[src/rtl/btb_macros.svh]
/* sizes and field widths of the branch target buffer and the fetch block */

`ifndef BTB_MACROS_SVH
`define BTB_MACROS_SVH

// buffer geometry
`define BTB_SETS 64
`define LOG_BTB_SETS 6
`define BTB_ASSOC 2

// fetch block shape, 8 instructions per block
`define FETCH_LANES 8
`define LOG_FETCH_LANES 3

// field widths
`define PC_WIDTH 38
`define ASID_WIDTH 9
`define BTB_ACTION_WIDTH 3
`define BTB_TARGET_WIDTH 32

`endif

[src/rtl/fetch_pkg.sv]
/* fetch address, lane and ASID types with PC field extraction */

`include "btb_macros.svh"

package fetch_pkg;

    // ------------------------------------------------------------------
    // fetch address fields

    typedef logic [`PC_WIDTH-1:0] pc38_t;

    // fetch block index sits just above the lane bits
    typedef logic [`LOG_BTB_SETS-1:0] fetch_idx_t;

    typedef logic [$clog2(`FETCH_LANES)-1:0] fetch_lane_t;

    typedef logic [`ASID_WIDTH-1:0] asid_t;

    // ------------------------------------------------------------------
    // field extraction

    function automatic fetch_lane_t fetch_lane_bits(pc38_t pc);
        return pc[`LOG_FETCH_LANES-1:0];
    endfunction

    function automatic fetch_idx_t fetch_idx_bits(pc38_t pc);
        return pc[`LOG_FETCH_LANES +: `LOG_BTB_SETS];
    endfunction

endpackage

[src/rtl/btb_pkg.sv]
/* buffer entry, index, tag and way result types plus index and tag hashes */

`include "btb_macros.svh"

package btb_pkg;

    // tag covers the PC bits above index and lane
    localparam int BTB_TAG_WIDTH = `PC_WIDTH - `LOG_BTB_SETS - `LOG_FETCH_LANES;

    typedef logic [`LOG_BTB_SETS-1:0]       btb_idx_t;
    typedef logic [BTB_TAG_WIDTH-1:0]       btb_tag_t;
    typedef logic [$clog2(`BTB_ASSOC)-1:0]  btb_way_idx_t;

    // action of zero means no branch in this slot
    typedef struct packed {
        logic [`BTB_ACTION_WIDTH-1:0] action;
        logic [`BTB_TARGET_WIDTH-1:0] target;
    } btb_info_t;

    typedef struct packed {
        btb_tag_t               tag;
        fetch_pkg::fetch_lane_t lane;
        btb_info_t              info;
    } btb_entry_t;

    // lookup outcome of a single way
    typedef struct packed {
        logic                   hit;
        fetch_pkg::fetch_lane_t lane;
        btb_info_t              info;
    } btb_way_result_t;

    // ------------------------------------------------------------------
    // hashes

    function automatic btb_idx_t btb_index_hash(fetch_pkg::fetch_idx_t idx,
                                                fetch_pkg::asid_t asid);
        return idx ^ asid[`LOG_BTB_SETS-1:0];
    endfunction

    function automatic btb_tag_t btb_tag_hash(fetch_pkg::pc38_t pc, fetch_pkg::asid_t asid);
        return pc[`PC_WIDTH-1 : `LOG_BTB_SETS + `LOG_FETCH_LANES] ^ btb_tag_t'(asid);
    endfunction

endpackage

[src/rtl/btb_plru.sv]
/* per-set PLRU bits with victim lookup and update on write */

`include "btb_macros.svh"

module btb_plru (
    input  logic                  CLK,
    input  logic                  rst,

    input  logic                  update_valid,
    input  btb_pkg::btb_idx_t     update_index,
    input  logic                  update_hit,
    input  btb_pkg::btb_way_idx_t update_hit_way,

    output btb_pkg::btb_way_idx_t victim_way
);

    import btb_pkg::*;

    // one bit per set, names the way to replace next
    logic [`BTB_SETS-1:0] plru_bits;

    btb_way_idx_t         written_way;

    always_comb begin
        victim_way = btb_way_idx_t'(plru_bits[update_index]);
        if (update_hit) begin
            written_way = update_hit_way;
        end else begin
            written_way = victim_way;
        end
    end

    // point away from the way just written
    always_ff @(posedge CLK) begin
        if (rst) begin
            plru_bits <= '0;
        end else if (update_valid) begin
            plru_bits[update_index] <= ~written_way;
        end
    end

endmodule

[config.mk]
export PLATFORM = sky130hd
export DESIGN_NAME = btb_plru
export DESIGN_NICKNAME = d
export VERILOG_FILES = /design/src/rtl/fetch_pkg.sv /design/src/rtl/btb_pkg.sv /design/src/rtl/btb_plru.sv
export VERILOG_INCLUDE_DIRS = /design/src /design/src/rtl
export SDC_FILE = /design/constraint.sdc
export NUM_CORES = 1
export LEC_CHECK = 0
export BUFFER_PORTS_ARGS = -buffer_cell sky130_fd_sc_hd__buf_2
export CAP_MARGIN = 20
export CORE_UTILIZATION = 62
export DETAILED_ROUTE_END_ITERATION = 7
export PLACE_DENSITY = 0.79
export SLEW_MARGIN = 40
export SYNTH_ARGS = -nofsm -noshare
export SYNTH_HDL_FRONTEND = slang
export SYNTH_SLANG_ARGS = --single-unit
[constraint.sdc]
create_clock -name CLK -period 2.6 [get_ports CLK]
set_input_delay 0.52 -clock CLK [delete_from_list [all_inputs] [get_ports CLK]]
set_output_delay 0.52 -clock CLK [all_outputs]
set_load 0.005 [all_outputs]
==> results_dict.tcl <==
set metrics [dict create \
    run_status "finished, final reports clean" \
    path_clk_slew_ns 0.07 \
    via_per_inst 6.17 \
    startpoint_type "input pin" \
    synth-edff-count 0 \
    max-cap-violations 0 \
    p_per_area_nw_per_um2 547 \
    async_reset_ff_frac 0 \
    fp-row-count 26 \
    min_period_ns 2.55 \
    yosysWarnings 0 \
    n_antenna_cell 0 \
    die_w_um 75.9 \
    syn_inst 395 \
    finalClockSkew_ns 0.00593 \
    largest_reg_flops 64 \
    grt_pass1_vias 2917 \
    clockRootBuffer "clkbuf_8" \
    drv_slew 0 \
    grt_max_degree 65 \
    startpoint "update_index[0]" \
    tns_ns 0 \
    avgSynthCellArea_um2 8.58 \
    regMostFlops "plru_bits" \
    path_max_fanout 27 \
    worstMarginPinSlew_ns 0.609 \
    layout_common_cells "dfxtp_1, nand2_1, a21oi_1" \
    hpwl_mm 5.67 \
    grtUsageTotal 0.316 \
    die-area_um2 5770 \
    nNetsFinal 429 \
    cts_sinks 64 \
    clk_latency_ns 0.35 \
    core-area_um2 5170 \
    h-tree-depth 3 \
    placed_cell_area_um2 3620 \
    reg2reg_from "plru_bits[23]$_SDFFE_PP0P_" \
    hold_path_class "flop to flop" \
    syn-num-nets 406 \
    ys_seq_area_frac 0.378 \
    fin_crit_sh 0.982 \
    mostFrequentLayoutCell "dfxtp_1" \
    num_io_pins 12 \
    port-buffer-count 11 \
    fp.dieH_um 75.9 \
    drt_wl_total_mm 8.72 \
    synth_ff_type "dfxtp_1" \
    ir_drop_uv 470 \
    worstPathArrival_ns 2.03 \
    path_class "input pin to output pin" \
    grt_pass1_wl_mm 14.2 \
    drt-initial-drc-count 232 \
    synthToLayoutAreaGrowth_pct 15.1 \
    design_area_um2 3900 \
    worstHoldStart "plru_bits[7]$_SDFFE_PP0P_" \
    cts_buffers 9 \
    top_regs "plru_bits: 64 flops" \
    setup_viol 0 \
    cp.required_ns 2.08 \
    netlist_area_um2 3390 \
    slew_headroom 0.592 \
    wl_per_cell_um 17.7 \
    endpoint_kind "output pin" \
    finalPower_mw 2.14 \
    antenna_found_initial 0 \
    max_freq_mhz 391 \
    drc 0 \
    holdBufCountCts 0 \
    start_util 0.655 \
    firstDrtPassIters 5 \
    gp_congestion 0.832 \
    cts_tree "built" \
    vias 3041 \
    postRouteAntennaNets 0 \
    drive_gt1_frac 0.253 \
    ys_types 42 \
    leakage_nw 1.43 \
    synth_seq_cells 64 \
    cts_buffer_depth 2 \
    hold_viol 0 \
    grt_overflow 0 \
]
## kinds of logic after synthesis
family                 Yosys count  synth area share
and+or+nand+nor                155             0.249
AOI/OAI and AO/OA              117             0.231
DFF                             64             0.378
buffers and inverters           36            0.0565
muxes                           23            0.0856
## metrics by stage
stage	setup slack [ns]	instances	utilization	hold WS (ns)
final	0.0456	493	0.754	0.485
after CTS	0.0107	489	0.743	0.485
after detailed placement	0.0193	473	0.701	0.473
after floorplan	0.109	395	-	0.449
after global placement	0.0289	473	0.701	0.463
after global routing	-0.0270	493	0.754	0.509
## area by class of cell
class                      count  area, µm²
timing repair buffer          44        363
multi-input combinational    295       1940
sequential                    64       1280
fill                         363       1270
clock inverter                 2       35.0
inverter                       4       15.0
clock buffer                  14        183
tap                           70       87.6
## power by group
| group | switching, mW | internal, mW | leakage [nW] |
|---|---|---|---|
| logic | 0.132 | 0.0830 | 0.800 |
| clock network | 0.382 | 0.547 | 0.113 |
| registers | 0.00414 | 0.988 | 0.517 |
## cells in the mapped netlist (all sizes together), types with 14 or more instances
master / n / area (µm²)
dfxtp: 64 / 1280
a21oi: 53 / 265
nand2: 52 / 195
o21ai: 43 / 328
nand3b: 40 / 300
nor2b: 28 / 175
clkbuf: 17 / 63.8
buf: 15 / 113
nor2: 15 / 56.3
mux2i: 14 / 140
## layer usage
metal  share of wire  GRT usage
met1            0.43      0.410
met5               0          0
met4           0.020      0.140
met3           0.056     0.0614
met2            0.49      0.508
## final timing paths
kind                                     to  slack (ns)  cells past startpoint
hold / removal    plru_bits[7]$_SDFFE_PP0P_        0.49                      2
hold reg to reg   plru_bits[7]$_SDFFE_PP0P_        0.49                      2
setup / recovery                 victim_way        0.05                      9
setup reg to reg  plru_bits[6]$_SDFFE_PP0P_        0.57                      7
## worst max-delay path: stages
cell,delay (ns)
buf_2,0.11
buf_12,0.19
nor2b_1,0.42
o2bb2ai_1,0.19
o21ai_1,0.13
o311ai_2,0.14
nor2_1,0.09
nand3_1,0.11
buf_2,0.12
## timing repair
item / in CTS / in global routing
pin swaps: 0 / 5
setup buffers: 0 / 4
gates cloned: 0 / 0
setup endpoints to repair: 1 / 1
gates resized for setup: 1 / 9
No activity file was read; power rests on OpenSTA's default activity.
