## config.mk

```make
export PLATFORM = sky130hd
export DESIGN_NAME = btb_way
export DESIGN_NICKNAME = d
export VERILOG_FILES = /design/src/rtl/fetch_pkg.sv /design/src/rtl/btb_pkg.sv /design/src/rtl/btb_way.sv
export VERILOG_INCLUDE_DIRS = /design/src /design/src/rtl
export SDC_FILE = /design/constraint.sdc
export NUM_CORES = 2
export LEC_CHECK = 0
export BUFFER_PORTS_ARGS = -buffer_cell sky130_fd_sc_hd__buf_2
export CAP_MARGIN = 0
export CORE_MARGIN = 2
export CORE_UTILIZATION = 35
export DETAILED_ROUTE_END_ITERATION = 16
export GPL_TIMING_DRIVEN = 0
export MAX_ROUTING_LAYER = met4
export SLEW_MARGIN = 20
export SYNTH_ARGS = -nofsm -noshare
export SYNTH_HDL_FRONTEND = slang
export SYNTH_MEMORY_MAX_BITS = 65536
export SYNTH_SLANG_ARGS = --single-unit
export TNS_END_PERCENT = 20
```

## constraint.sdc

```tcl
create_clock -name CLK -period 7.9 [get_ports CLK]
set_input_delay 1.975 -clock CLK [delete_from_list [all_inputs] [get_ports CLK]]
set_output_delay 1.975 -clock CLK [all_outputs]
set_load 0.005 [all_outputs]
```

## src/rtl/btb_macros.svh

```systemverilog
/* sizes and field widths of the branch target buffer and the fetch block */

`ifndef BTB_MACROS_SVH
`define BTB_MACROS_SVH

// buffer geometry
`define BTB_SETS 64
`define LOG_BTB_SETS 6
`define BTB_ASSOC 2

// fetch block shape, 8 instructions per block
`define FETCH_LANES 8
`define LOG_FETCH_LANES 3

// field widths
`define PC_WIDTH 38
`define ASID_WIDTH 9
`define BTB_ACTION_WIDTH 3
`define BTB_TARGET_WIDTH 32

`endif

```

## src/rtl/fetch_pkg.sv

```systemverilog
/* fetch address, lane and ASID types with PC field extraction */

`include "btb_macros.svh"

package fetch_pkg;

    // ------------------------------------------------------------------
    // fetch address fields

    typedef logic [`PC_WIDTH-1:0] pc38_t;

    // fetch block index sits just above the lane bits
    typedef logic [`LOG_BTB_SETS-1:0] fetch_idx_t;

    typedef logic [$clog2(`FETCH_LANES)-1:0] fetch_lane_t;

    typedef logic [`ASID_WIDTH-1:0] asid_t;

    // ------------------------------------------------------------------
    // field extraction

    function automatic fetch_lane_t fetch_lane_bits(pc38_t pc);
        return pc[`LOG_FETCH_LANES-1:0];
    endfunction

    function automatic fetch_idx_t fetch_idx_bits(pc38_t pc);
        return pc[`LOG_FETCH_LANES +: `LOG_BTB_SETS];
    endfunction

endpackage

```

## src/rtl/btb_pkg.sv

```systemverilog
/* buffer entry, index, tag and way result types plus index and tag hashes */

`include "btb_macros.svh"

package btb_pkg;

    // tag covers the PC bits above index and lane
    localparam int BTB_TAG_WIDTH = `PC_WIDTH - `LOG_BTB_SETS - `LOG_FETCH_LANES;

    typedef logic [`LOG_BTB_SETS-1:0]       btb_idx_t;
    typedef logic [BTB_TAG_WIDTH-1:0]       btb_tag_t;
    typedef logic [$clog2(`BTB_ASSOC)-1:0]  btb_way_idx_t;

    // action of zero means no branch in this slot
    typedef struct packed {
        logic [`BTB_ACTION_WIDTH-1:0] action;
        logic [`BTB_TARGET_WIDTH-1:0] target;
    } btb_info_t;

    typedef struct packed {
        btb_tag_t               tag;
        fetch_pkg::fetch_lane_t lane;
        btb_info_t              info;
    } btb_entry_t;

    // lookup outcome of a single way
    typedef struct packed {
        logic                   hit;
        fetch_pkg::fetch_lane_t lane;
        btb_info_t              info;
    } btb_way_result_t;

    // ------------------------------------------------------------------
    // hashes

    function automatic btb_idx_t btb_index_hash(fetch_pkg::fetch_idx_t idx,
                                                fetch_pkg::asid_t asid);
        return idx ^ asid[`LOG_BTB_SETS-1:0];
    endfunction

    function automatic btb_tag_t btb_tag_hash(fetch_pkg::pc38_t pc, fetch_pkg::asid_t asid);
        return pc[`PC_WIDTH-1 : `LOG_BTB_SETS + `LOG_FETCH_LANES] ^ btb_tag_t'(asid);
    endfunction

endpackage

```

## src/rtl/btb_way.sv

```systemverilog
/* one buffer way: entry array, valid flops, registered read, hit compare */

`include "btb_macros.svh"

module btb_way (
    input  logic                      CLK,
    input  logic                      rst,

    // read request, indexed by hashed set
    input  logic                      read_valid,
    input  btb_pkg::btb_idx_t         read_index,

    // response compare inputs
    input  btb_pkg::btb_tag_t         resp_tag,
    input  fetch_pkg::fetch_lane_t    resp_lane,

    // write port
    input  logic                      write_en,
    input  btb_pkg::btb_idx_t         write_index,
    input  btb_pkg::btb_entry_t       write_entry,

    output btb_pkg::btb_way_result_t  result
);

    import btb_pkg::*;

    // ------------------------------------------------------------------
    // storage

    btb_entry_t           entry_array [`BTB_SETS];
    logic [`BTB_SETS-1:0] valid_array;

    // registered read data
    btb_entry_t           rd_entry;
    logic                 rd_valid;

    // read-first, a same-set write lands after the read samples
    always_ff @(posedge CLK) begin
        if (read_valid) begin
            rd_entry <= entry_array[read_index];
        end
        if (write_en) begin
            entry_array[write_index] <= write_entry;
        end
    end

    always_ff @(posedge CLK) begin
        if (rst) begin
            valid_array <= '0;
            rd_valid    <= 1'b0;
        end else begin
            if (write_en) begin
                valid_array[write_index] <= 1'b1;
            end
            if (read_valid) begin
                rd_valid <= valid_array[read_index];
            end
        end
    end

    // ------------------------------------------------------------------
    // hit compare

    // valid, real branch, tag match, branch at or past fetch lane
    always_comb begin
        result.hit  = rd_valid
                    & (rd_entry.info.action != '0)
                    & (rd_entry.tag == resp_tag)
                    & (rd_entry.lane >= resp_lane);
        result.lane = rd_entry.lane;
        result.info = rd_entry.info;
    end

endmodule

```

==> impl_metrics.toml <==
[setup_path]
crit_path_end_kind = "primary output"
crit_path_start_kind = "input pin"
cp.arrival_ns = 4.30
crit_buf_inv = 3
path_cells = "buf_2 > xnor2_1 > o311ai_2 > buf_4 > nor3_1 > and4_1 > buf_2"
max_stage_delay_ns = 0.83
slowest_stage = "xnor2_1"
critPathMostFrequentCell = "buf_2"
required_ns = 5.93
crit_family = "XOR/XNOR gates"
reg2reg_depth = 3
crit_fanout = 1
cp_num_cells = 7
path_class = "in2out"

[drt]
drt-initial-drc-count = 10400
dr.pass1.iters = 6
wl_per_cell_um = 31.6
wirelength_um = 449000
via_count = 77000
drc = 0
via_per_inst = 5.41
ant_nets = 0

[logic_synthesis]
synthesis.area_um2 = 167000
synth_ff_type = "edfxtp_1"
seq_area_frac_synth = 0.790
ys_seq_elements = 4420
postSynthAreaPerCell_um2 = 25.6
synth.distinct_cells = 39
syn_nets = 6645
synth_edf_count = 4355
async_flop_share = 0
syn_inst = 6527
yosysWarnings = 0

[grt]
grt_first_pass_wirelength_um = 619000
gr-usage-all-layers = 0.188
grt_max_degree = 65
grt_overflow = 0
grt_pass1_vias = 78600
antenna_found_initial = 56

[clocking]
clk_pin_slew_ns = 0.06
cts_hold_buf = 0
cts_buffers = 442
clk_path_buf_depth = 4
cts_resized = 0
clockRootBuffer = "clkbuf_16"
clock_latency_ns = 0.98
clock-sinks = 4420
htreeDepth = 5
cts_tree = "built"
postCtsSetupRepairBufs = 0

[final_layout]
final_cell_count_no_fill = 14200
drive_gt1_frac = 0.349
syn_to_final_growth_pct = 17.7
nets = 7552

[timing]
min_period_over_period = 0.795
slew_headroom = 0.212
fin_crit_ns = 6.28
slew_viol_final = 0
setup_viol = 0
tns_ns = 0
grt_setup_unrepaired = "false"
worstMarginPinSlew_ns = 1.18
fmax_ghz = 0.159
hold_violations = 0
skew_ns = 0.0359

[floorplanning]
core_region_area_um2 = 475000
rows = 253
ioPinCount = 154
die_area_um2 = 483000
die_w_um = 695
start_util = 0.352
die_h_um = 695

[place]
gp_congestion = 0.775
dp_cells = 13400
dpl.hpwl_um = 317000
port_buffers = 147

[hold_path]
holdPathStages = 2
hold_class = "reg2reg"

[pwr]
p_leak_nw = 60.3
pwr-share-seq = 0.535
p_comb_frac = 0.051
ir_drop_mv = 0.185
switchingPower_w = 0.0103
internal_power_w = 0.0384
p_sw_frac = 0.212
clockPowerShare = 0.414
pwr_density_cell_nw_per_um2 = 247

[run]
drv_cap = 0

[status]
outcome = "finished, final reports clean"
## worst min-delay path, stage by stage, from the launching register on
cell     delay (ns)
dfxtp_1        0.32
nor2_1         0.05
nor2_1         0.07
## metal layers
layer  wire (µm)  share of wire  track usage  up-vias
met5           0              0            -        -
met1      178000           0.40        0.250    42200
met2      218000           0.48        0.298     3637
met3       39900          0.089       0.0356      658
met4       13400          0.030       0.0549        0
li1            -              -            -    30400
## registers in the layout, summed over array words and instances (netlist names)
signal	flops
entry_array	4288
rd_valid	1
result	38
valid_array	64
rd_entry	29
## layout by cell type (no fill, tap or decap), types with 5 or more instances in the layout
master	n
a21oi_1	10
buf_1	37
buf_12	195
buf_16	68
buf_2	208
buf_4	107
buf_6	12
bufinv_16	28
clkbuf_1	255
clkbuf_16	451
clkbuf_2	49
clkbuf_4	6
clkinv_1	115
clkinv_2	72
clkinv_8	10
clkinvlp_4	12
dfxtp_1	65
diode_2	47
edfxtp_1	4355
inv_1	5
inv_6	5
mux4_2	1419
nand2_1	19
nand4_1	5
nor2_1	125
nor2_4	60
nor2b_1	9
nor4_1	5
xnor2_1	21
xor2_1	8
## area by class of cell
| type | count | area [µm²] |
|---|---|---|
| Clock inverter | 249 | 2110 |
| Antenna cell | 47 | 118 |
| Fill cell | 40500 | 279000 |
| Clock buffer | 557 | 11700 |
| Inverter | 5 | 18.8 |
| Multi-Input combinational cell | 1730 | 34000 |
| Sequential cell | 4420 | 132000 |
| Timing Repair Buffer | 463 | 7010 |
| Buffer | 372 | 1760 |
| Tap cell | 6375 | 7980 |
## path summary, 6_finish.rpt
check                       from             end  slack [ns]
max                 resp_tag[14]      result[38]        1.62
min               valid_array[2]  valid_array[2]        0.47
max reg2reg  entry_array[62][12]      result[12]        5.54
min reg2reg       valid_array[2]  valid_array[2]        0.47
## metrics by stage
| stage | power, W | hold slack [ns] | utilization | setup slack (ns) | instance area (µm²) |
|---|---|---|---|---|---|
| finish | 0.0487 | 0.471 | 0.414 | 1.62 | 197000 |
| global route | 0.0500 | 0.490 | 0.414 | 1.63 | 197000 |
| CTS | 0.0490 | 0.469 | 0.413 | 1.56 | 196000 |
| detailed placement | 0.0290 | 0.454 | 0.384 | 1.57 | 183000 |
| global placement | 0.0289 | 0.448 | 0.370 | -7.97 | 176000 |
| floorplan | 0.0278 | 0.429 | - | 0.252 | 167000 |
## power groups by stage
stage,Sequential [W],Combinational (W),Clock [W]
2_1_floorplan,0.0265,0.00130,0
3_3_place_gp,0.0266,0.00236,0
3_5_place_dp,0.0265,0.00250,0
4_1_cts,0.0260,0.00251,0.0205
5_1_grt,0.0260,0.00262,0.0214
6_report,0.0260,0.00248,0.0202
## cells by family after synthesis
logic type	share of synthesized area
xor+xnor	0.00152
fa+ha+maj	0.000224
flops	0.790
compound gates	0.000958
buf+inv	0.00993
simple gates	0.00623
mux	0.191
## cell usage after synthesis (5+ instances only)
cell	number	area share
dfxtp_1	65	0.0078
mux4_2	1419	0.19
xnor2_1	21	0.0011
xor2_1	8	0.00042
nor2b_1	10	0.00037
nor4_1	5	0.00019
buf_4	38	0.0017
nor2_1	185	0.0042
buf_2	70	0.0021
nand4_1	5	0.00019
edfxtp_1	4355	0.78
a21oi_1	11	0.00033
nor3_1	6	0.00018
buf_1	69	0.0015
nand2_1	19	0.00043
inv_1	5	0.00011
clkbuf_1	193	0.0043
Power figures use the tool's default switching activity.
