### config.mk
export PLATFORM = sky130hd
export DESIGN_NAME = btb_hit_select
export DESIGN_NICKNAME = d
export VERILOG_FILES = /design/src/rtl/fetch_pkg.sv /design/src/rtl/btb_pkg.sv /design/src/rtl/btb_hit_select.sv
export VERILOG_INCLUDE_DIRS = /design/src /design/src/rtl
export SDC_FILE = /design/constraint.sdc
export NUM_CORES = 1
export LEC_CHECK = 0
export BUFFER_PORTS_ARGS = -buffer_cell sky130_fd_sc_hd__buf_2
export CAP_MARGIN = 20
export CORE_AREA = 10 10 81 83
export DETAILED_ROUTE_END_ITERATION = 16
export DIE_AREA = 0 0 91 93
export PLACE_DENSITY = 0.81
export SLEW_MARGIN = 20
export SYNTH_ARGS = -nofsm -noshare
export SYNTH_HDL_FRONTEND = slang
export SYNTH_SLANG_ARGS = --single-unit
### constraint.sdc
create_clock -name vclk -period 1.6
set_input_delay 0.24 -clock vclk [all_inputs]
set_output_delay 0.24 -clock vclk [all_outputs]
set_load 0.01 [all_outputs]
### src/rtl/btb_macros.svh
/* sizes and field widths of the branch target buffer and the fetch block */

`ifndef BTB_MACROS_SVH
`define BTB_MACROS_SVH

// buffer geometry
`define BTB_SETS 64
`define LOG_BTB_SETS 6
`define BTB_ASSOC 2

// fetch block shape, 8 instructions per block
`define FETCH_LANES 8
`define LOG_FETCH_LANES 3

// field widths
`define PC_WIDTH 38
`define ASID_WIDTH 9
`define BTB_ACTION_WIDTH 3
`define BTB_TARGET_WIDTH 32

`endif

### src/rtl/fetch_pkg.sv
/* fetch address, lane and ASID types with PC field extraction */

`include "btb_macros.svh"

package fetch_pkg;

    // ------------------------------------------------------------------
    // fetch address fields

    typedef logic [`PC_WIDTH-1:0] pc38_t;

    // fetch block index sits just above the lane bits
    typedef logic [`LOG_BTB_SETS-1:0] fetch_idx_t;

    typedef logic [$clog2(`FETCH_LANES)-1:0] fetch_lane_t;

    typedef logic [`ASID_WIDTH-1:0] asid_t;

    // ------------------------------------------------------------------
    // field extraction

    function automatic fetch_lane_t fetch_lane_bits(pc38_t pc);
        return pc[`LOG_FETCH_LANES-1:0];
    endfunction

    function automatic fetch_idx_t fetch_idx_bits(pc38_t pc);
        return pc[`LOG_FETCH_LANES +: `LOG_BTB_SETS];
    endfunction

endpackage

### src/rtl/btb_pkg.sv
/* buffer entry, index, tag and way result types plus index and tag hashes */

`include "btb_macros.svh"

package btb_pkg;

    // tag covers the PC bits above index and lane
    localparam int BTB_TAG_WIDTH = `PC_WIDTH - `LOG_BTB_SETS - `LOG_FETCH_LANES;

    typedef logic [`LOG_BTB_SETS-1:0]       btb_idx_t;
    typedef logic [BTB_TAG_WIDTH-1:0]       btb_tag_t;
    typedef logic [$clog2(`BTB_ASSOC)-1:0]  btb_way_idx_t;

    // action of zero means no branch in this slot
    typedef struct packed {
        logic [`BTB_ACTION_WIDTH-1:0] action;
        logic [`BTB_TARGET_WIDTH-1:0] target;
    } btb_info_t;

    typedef struct packed {
        btb_tag_t               tag;
        fetch_pkg::fetch_lane_t lane;
        btb_info_t              info;
    } btb_entry_t;

    // lookup outcome of a single way
    typedef struct packed {
        logic                   hit;
        fetch_pkg::fetch_lane_t lane;
        btb_info_t              info;
    } btb_way_result_t;

    // ------------------------------------------------------------------
    // hashes

    function automatic btb_idx_t btb_index_hash(fetch_pkg::fetch_idx_t idx,
                                                fetch_pkg::asid_t asid);
        return idx ^ asid[`LOG_BTB_SETS-1:0];
    endfunction

    function automatic btb_tag_t btb_tag_hash(fetch_pkg::pc38_t pc, fetch_pkg::asid_t asid);
        return pc[`PC_WIDTH-1 : `LOG_BTB_SETS + `LOG_FETCH_LANES] ^ btb_tag_t'(asid);
    endfunction

endpackage

### src/rtl/btb_hit_select.sv
/* merges the two way lookups into one buffer response */

module btb_hit_select (
    input  btb_pkg::btb_way_result_t way0,
    input  btb_pkg::btb_way_result_t way1,

    output logic                     hit,
    output logic                     double_hit,
    output btb_pkg::btb_way_idx_t    hit_way,
    output fetch_pkg::fetch_lane_t   hit_lane,
    output btb_pkg::btb_info_t       info
);

    // way 1 wins alone, or on a double hit with lower or equal lane
    logic pick_way1;

    always_comb begin
        hit        = way0.hit | way1.hit;
        double_hit = way0.hit & way1.hit;

        pick_way1  = way1.hit & (~way0.hit | (way1.lane <= way0.lane));

        if (pick_way1) begin
            hit_way  = 1'b1;
            hit_lane = way1.lane;
            info     = way1.info;
        end

        // way 0 hit, or no hit at all
        else begin
            hit_way  = 1'b0;
            hit_lane = way0.lane;
            info     = way0.info;
        end
    end

endmodule

==> qor.csv, run 1 <==
metric;value;unit
final_common_cell;buf_2;
fmax;545;MHz
initial_core_util;41.7;%
end_kind;output port;
wl;9800;um
dr.pass1.iters;4;
grt_pass1_vias;3081;
violations;setup timing;
yosysWarnings;0;
grt_setup_unrepaired;yes;
tightest_slew;395;ps
synthCells;286;
syn_nets;367;
fin_crit_sh;115;%
design.seq.count;0;
vdd_ir_drop_max;0.187;mV
setup_viol;39;
drt_iter0_markers;126;
fin_ws;-236;ps
die_x;91;um
core_area;5010;um^2
design_area;3490;um^2
dieArea;8460;um^2
drc;0;
die_h;93;um
cts_hold_buf;0;
drive_gt1_share;58.2;%
vias_per_cell;6.20;
instances_no_fill;479;
crit_type;in -> out;
outcome;finished, violations left;
slew_headroom;73.6;%
power_density;384;nW/um^2
maxCapViolations;0;
critPathLaunchType;input pin;
antenna_found_initial;0;
grt.busiest_layer;met2;
met3_usage;3.84;%
register_area;0;um^2
cp.required;1360;ps
routedWlPerCell;20.5;um
area_growth;67.1;%
synth.distinct_cells;23;
final_cell_mix;buf_2 (114), nand3_1 (64), and2_1 (39);
antenna_left;0;
worstPathArrival;1600;ps
met1_usage;22.7;%
dpl_cell_area;2890;um^2
gr-usage-all-layers;19.9;%
diodes;0;
min_path_type;in -> out;
place_inst;468;
yosysSeqAreaShare;0;%
place_congestion;0.833;
rows;26;
avgSynthCellArea;7.31;um^2
via_count;2971;
place_hpwl;6360;um
clockBufferCount;0;
grt-ovfl-total;0;
grt_pass1_wl;15100;um
min_period;1840;ps
synth_area;2090;um^2
hold_viol;0;
final_nets;492;
grt.met2_usage;37.5;%
slew_violations;0;
cp_max_fo;6;
grt_max_degree;35;
numPortBuffers;119;
num_io_pins;119;
leakage;0.00144;uW
where the power goes:
group	total (uW)	leakage (uW)	internal, uW	switching, uW
clock network	0	0	0	0
logic	1340	0.00144	631	711
registers	0	0	0	0
synthesized netlist by cell type:
| cell type | number | share of area (%) |
|---|---|---|
| nand3_1 | 75 | 18 |
| nand3b_1 | 1 | 0.36 |
| buf_2 | 12 | 2.9 |
| a21o_1 | 1 | 0.36 |
| and3_4 | 1 | 0.54 |
| ha_1 | 3 | 1.8 |
| a21oi_1 | 1 | 0.24 |
| or2_2 | 1 | 0.30 |
| and2_1 | 39 | 12 |
| nor2b_4 | 1 | 0.66 |
| nor2b_1 | 37 | 11 |
| a31oi_1 | 1 | 0.30 |
| inv_1 | 4 | 0.72 |
| nand2_1 | 1 | 0.18 |
| a221oi_1 | 8 | 3.4 |
| and3b_1 | 2 | 0.84 |
| o2111ai_1 | 38 | 16 |
| a221oi_2 | 30 | 22 |
| buf_4 | 4 | 1.4 |
| clkbuf_1 | 15 | 2.7 |
| buf_6 | 8 | 4.3 |
| o311ai_1 | 1 | 0.42 |
| clkbuf_2 | 2 | 0.48 |
layer usage:
layer  vias to the layer above  part of all wire, %
li1                       1403                    -
met1                      1425                   38
met2                       126                   53
met3                        17                  6.7
met4                         0                  1.9
met5                         -                    0
final timing paths:
check                 startpoint          end  slack [ps]  cells past startpoint
worst max-delay path    way1[37]  hit_lane[0]        -240                      8
worst min-delay path     way1[1]      info[1]         810                      4
timing repair:
action	4_1_cts	5_1_grt
pin swaps	33	27
buffers inserted	5	1
gates cloned	3	2
resized for setup	46	36
setup endpoints to repair	39	39
critical path, stage by stage:
cell and delay, ps:
buf_8 100, ha_4 250, buf_6 130, a21oi_4 140, buf_12 160, nand2_4 60, o311ai_1 300, buf_2 210
logic make-up (layout without fill, tap and decap cells):
kind of cell | Yosys count | count (layout) | share of synthesized area [%]
adder cells (fa/ha/maj) | 3 | 3 | 1.80
AND/OR/NAND/NOR | 158 | 158 | 43.6
buffers and inverters | 45 | 168 | 12.5
AO/OA/AOI/OAI | 80 | 80 | 42.1
metrics by stage:
step	utilization, %	setup slack, ps	power [uW]	hold WS (ps)	TNS (ps)
floorplan	-	10.6	644	631	0
CTS	63.9	-151	1200	819	-3580
global placement	57.8	-207	1050	811	-7020
finish	69.8	-236	1340	815	-4440
detailed placement	57.8	-241	1070	818	-7950
global route	69.8	-292	1440	846	-6470
final cells by class:
type	count	area, um^2
tap	70	87.6
inverter	4	20.0
multi-input combinational	241	2170
timing repair buffer	164	1210
fill	413	1520
No activity file was read; power rests on OpenSTA's default activity.
==> run 2, diff against run 1 <==
GPL_TIMING_DRIVEN = 0   (was default)
==> qor.csv, run 2 (synthesized netlist as in run 1, its figures left out) <==
metric;value;unit;change
outcome;finished, violations left;;
violations;setup timing;;
drc;0;;unchanged
antenna_left;0;;unchanged
grt_max_degree;11;;-69%
antenna_found_initial;0;;unchanged
tightest_slew;730;ps;+334 ps
met1_usage;23.6;%;+0.96 points
final_cell_mix;buf_2 (113), nand3_1 (74), and2_1 (39);;
cts_hold_buf;0;;unchanged
dieArea;8460;um^2;unchanged
path_buf_inv;5;;+1
combPwrFrac;100.0;%;about the same
cp_max_fo;6;;unchanged
design.seq.count;0;;unchanged
wl;9300;um;-5.2%
area_growth;59.9;%;
min_period;1830;ps;-7.03 ps
maxCapViolations;0;;unchanged
num_io_pins;119;;unchanged
register_area;0;um^2;unchanged
diodes;0;;unchanged
fmax;547;MHz;+0.38%
gr-usage-all-layers;19.4;%;-0.55 points
grt-ovfl-total;0;;unchanged
via_count;3001;;+1.0%
numPortBuffers;118;;-0.84%
fin_crit_sh;114;%;-0.44 points
post-route-util;66.7;%;-3.0 points
place_congestion;0.755;;-9.4%
slew_headroom;51.4;%;-22 points
vdd_ir_drop_max;0.178;mV;-4.9%
post-place-ws;-433;ps;-192 ps
clockPowerShare;0;%;unchanged
grt_pass1_vias;3074;;-0.23%
drt_iter0_markers;126;;unchanged
seqPwrFrac;0;%;unchanged
fill_cells;427;;+3.4%
core_area;5010;um^2;unchanged
cell_internal_pwr;594;uW;-6.0%
setup_viol;39;;unchanged
multi_input_area;2070;um^2;-4.7%
crit_chain;buf_8 > inv_4 > ha_4 > and3_4 > buf_12 > clkbuf_16 > a221oi_2 > nand3_1 > buf_2;;
place_hpwl;6460;um;+1.6%
grt.met2_usage;35.3;%;-2.2 points
die_h;93;um;unchanged
end_kind;output port;;
initial_core_util;41.7;%;unchanged
hold_viol;0;;unchanged
swShare;53.2;%;+0.28 points
cp.required;1360;ps;about the same
crit_type;in -> out;;
grt.busiest_layer;met2;;
min_path_type;in -> out;;
vias_per_cell;6.20;;about the same
final_common_cell;buf_2;;
dr.pass1.iters;4;;unchanged
die_x;91;um;unchanged
grt_pass1_wl;14700;um;-2.6%
met3_usage;3.68;%;-0.16 points
power_density;380;nW/um^2;-1.1%
final_nets;497;;+1.0%
routedWlPerCell;19.2;um;-6.1%
leakage;0.00139;uW;-3.5%
grt_setup_unrepaired;yes;;
p_total;1270;uW;-5.4%
fin_ws;-229;ps;+7.03 ps
cp_slowest_stage_delay;220;ps;-80 ps
clockBufferCount;0;;unchanged
worstPathArrival;1590;ps;about the same
drive_gt1_share;54.3;%;-3.8 points
p_switching;676;uW;-4.9%
slew_violations;0;;unchanged
cp_slowest_cell;a221oi_2;;
critPathLaunchType;input pin;;
path_delay_family;buffers and inverters;;
rows;26;;unchanged
[run 2: tightest hold or removal path, stage by stage]
cell and delay [ps]:
buf_8 80, a221oi_2 50, nand3_1 70, buf_2 120
[run 2: metrics by stage]
stage	hold slack (ps)	cell area [um^2]	TNS [ps]	cells
floorplan	631	2120	0	286
global placement	811	2790	-13060	474
detailed placement	816	2790	-13250	474
CTS	815	3160	-5370	480
global route	832	3340	-7980	484
finish	812	3340	-5860	484
[run 2: worst paths after layout]
path	from	end	slack, ps	cells past startpoint
hold / removal	way1[37]	hit_lane[2]	810	4
setup / recovery	way1[35]	info[31]	-230	9
[run 2: what timing repair did]
action                                  in CTS  in global routing
cloned                                       1                  1
buffers inserted                             5                  3
endpoints found under the setup margin      39                 39
gates resized for setup                     74                 27
pin swaps                                   45                 22
[run 2: layer usage]
layer | share of wire (%) | vias up
met4 | 1.1 | 0
met3 | 8.1 | 16
met2 | 51 | 134
li1 | - | 1408
met1 | 40 | 1443
met5 | 0 | -
[run 2: power by group through the flow]
| stage | combinational [uW] | sequential (uW) | clock [uW] |
|---|---|---|---|
| 5_1_grt | 1360 | 0 | 0 |
| 3_5_place_dp | 1030 | 0 | 0 |
| 4_1_cts | 1180 | 0 | 0 |
| 3_3_place_gp | 1020 | 0 | 0 |
| 2_1_floorplan | 644 | 0 | 0 |
| 6_report | 1270 | 0 | 0 |
[run 2: cell type report]
cell class                      instances  area share [%]
Multi-Input combinational cell        241            62.0
Timing Repair Buffer                  128            23.6
Buffer                                 41            11.2
Tap cell                               70            2.62
Inverter                                4           0.599
==> run 3, diff against run 2 <==
REMOVE_ABC_BUFFERS = 1   (was default)
==> qor.csv, run 3 (synthesized netlist as in run 1, its figures left out) <==
metric;value;unit;change
grt_setup_unrepaired;yes;;
swShare;52.5;%;-0.77 points
slew_headroom;73.9;%;+23 points
fin_ws;-229;ps;-0.465 ps
hold_ws;811;ps;-1.23 ps
diodes;0;;unchanged
drc;0;;unchanged
combPwrFrac;100.0;%;about the same
place_congestion;0.742;;-1.7%
dr.pass1.iters;5;;+1
design.seq.count;0;;unchanged
drive_gt1_share;56.4;%;+2.0 points
worstPathArrival;1590;ps;about the same
power_density;405;nW/um^2;+6.5%
crit_type;in -> out;;
num_io_pins;119;;unchanged
die_x;91;um;unchanged
grt_pass1_vias;2977;;-3.2%
cell_internal_pwr;677;uW;+14%
seqPwrFrac;0;%;unchanged
grt-ovfl-total;0;;unchanged
min_from;way1[2];;
rows;26;;unchanged
grt_pass1_wl;15300;um;+4.1%
numPortBuffers;119;;+0.85%
tightest_slew;392;ps;-338 ps
critPathLaunchType;input pin;;
place_hpwl;5530;um;-14%
outcome;finished, violations left;;
final_cell_mix;buf_2 (110), nand3_1 (71), and2_1 (39);;
drt_iter0_markers;238;;+89%
core_area;5010;um^2;unchanged
grt_max_degree;81;;+70
die_h;93;um;unchanged
clockPowerShare;0;%;unchanged
routedWlPerCell;21.7;um;+13%
whs_endpoint;info[2];;
leakage;0.00142;uW;+2.2%
via_count;3006;;+0.17%
min_period;1830;ps;+0.465 ps
slew_violations;0;;unchanged
antenna_found_initial;0;;unchanged
min_path_type;in -> out;;
gr-usage-all-layers;20.6;%;+1.3 points
initial_core_util;41.7;%;unchanged
antenna_left;0;;unchanged
fmax;547;MHz;about the same
grt.met2_usage;35.3;%;-0.060 points
area_growth;68.3;%;
fin_crit_sh;114;%;about the same
grt.busiest_layer;met2;;
clockBufferCount;0;;unchanged
register_area;0;um^2;unchanged
maxCapViolations;0;;unchanged
met3_usage;3.12;%;-0.56 points
cp_max_fo;6;;unchanged
end_kind;output port;;
vdd_ir_drop_max;0.411;mV;+130%
met1_usage;27.8;%;+4.2 points
final_nets;484;;-2.6%
final_common_cell;buf_2;;
p_total;1420;uW;+12%
vias_per_cell;6.38;;+2.9%
fill_cells;400;;-6.3%
setup_viol;39;;unchanged
dieArea;8460;um^2;unchanged
cp.required;1360;ps;about the same
hold_depth;4;;unchanged
hold_viol;0;;unchanged
wl;10200;um;+9.9%
violations;setup timing;;
p_switching;747;uW;+10%
## run 3: cell types whose count changed in the layout (fill, tap and decap cells not counted), moves of 4 or more
cell,delta
a221oi_1,+5
a221oi_2,-5
buf_12,+5
buf_6,-5
clkbuf_1,-8
clkbuf_2,-4
o2111ai_1,-6
## run 3: worst max path at each step
stage	from	to	slack, ps	depth (start not counted)
after floorplan	way0[37]	hit_lane[0]	-1260	5
after detailed placement	way1[38]	info[4]	-1160	6
after global placement	way0[37]	hit_lane[0]	-2370	7
after global routing	way1[37]	info[7]	-290	8
after CTS	way1[37]	info[30]	-170	8
final	way0[37]	info[22]	-230	9
## run 3: power by group through the flow
stage          logic [uW]  clock network, uW  registers, uW
4_1_cts              1270                  0              0
2_1_floorplan         540                  0              0
3_3_place_gp          915                  0              0
6_report             1420                  0              0
3_5_place_dp          988                  0              0
5_1_grt              1520                  0              0
## run 3: worst max-delay path, stage by stage
cell and delay (ps):
buf_8 80, inv_4 30, ha_4 270, buf_12 120, and3b_4 270, clkbuf_16 190, o2111ai_1 130, nand3_1 120
buf_2 140
## run 3: final cells by class
type	count	area, um^2	area share (%)
timing repair buffer	150	1180	33.6
multi-input combinational	247	2230	63.4
tap	70	87.6	2.49
inverter	4	17.5	0.498
## run 3: stage by stage
| step | instance area [um^2] | std cells | setup TNS [ps] | util (%) | setup WS (ps) |
|---|---|---|---|---|---|
| after detailed placement | 2650 | 439 | -39350 | 52.8 | -1160 |
| after global placement | 2530 | 434 | -83050 | 50.4 | -2370 |
| after global routing | 3520 | 471 | -8950 | 70.2 | -286 |
| final | 3520 | 471 | -6840 | 70.2 | -229 |
| after CTS | 3220 | 468 | -5760 | 64.3 | -173 |
| after floorplan | 1840 | 245 | -39230 | - | -1260 |
## run 3: routing by layer
metal | wire length (um) | vias to the layer above
li1 | - | 1392
met3 | 782 | 8
met4 | 75 | 0
met2 | 5050 | 134
met1 | 4310 | 1472
met5 | 0 | -
## run 3: repair_timing
item                       in CTS  in global routing
pin swaps                      64                 33
buffers inserted               21                  0
resized for setup              50                 32
cloned                          8                  3
setup endpoints to repair      41                 39
hold buffers                    0                  0
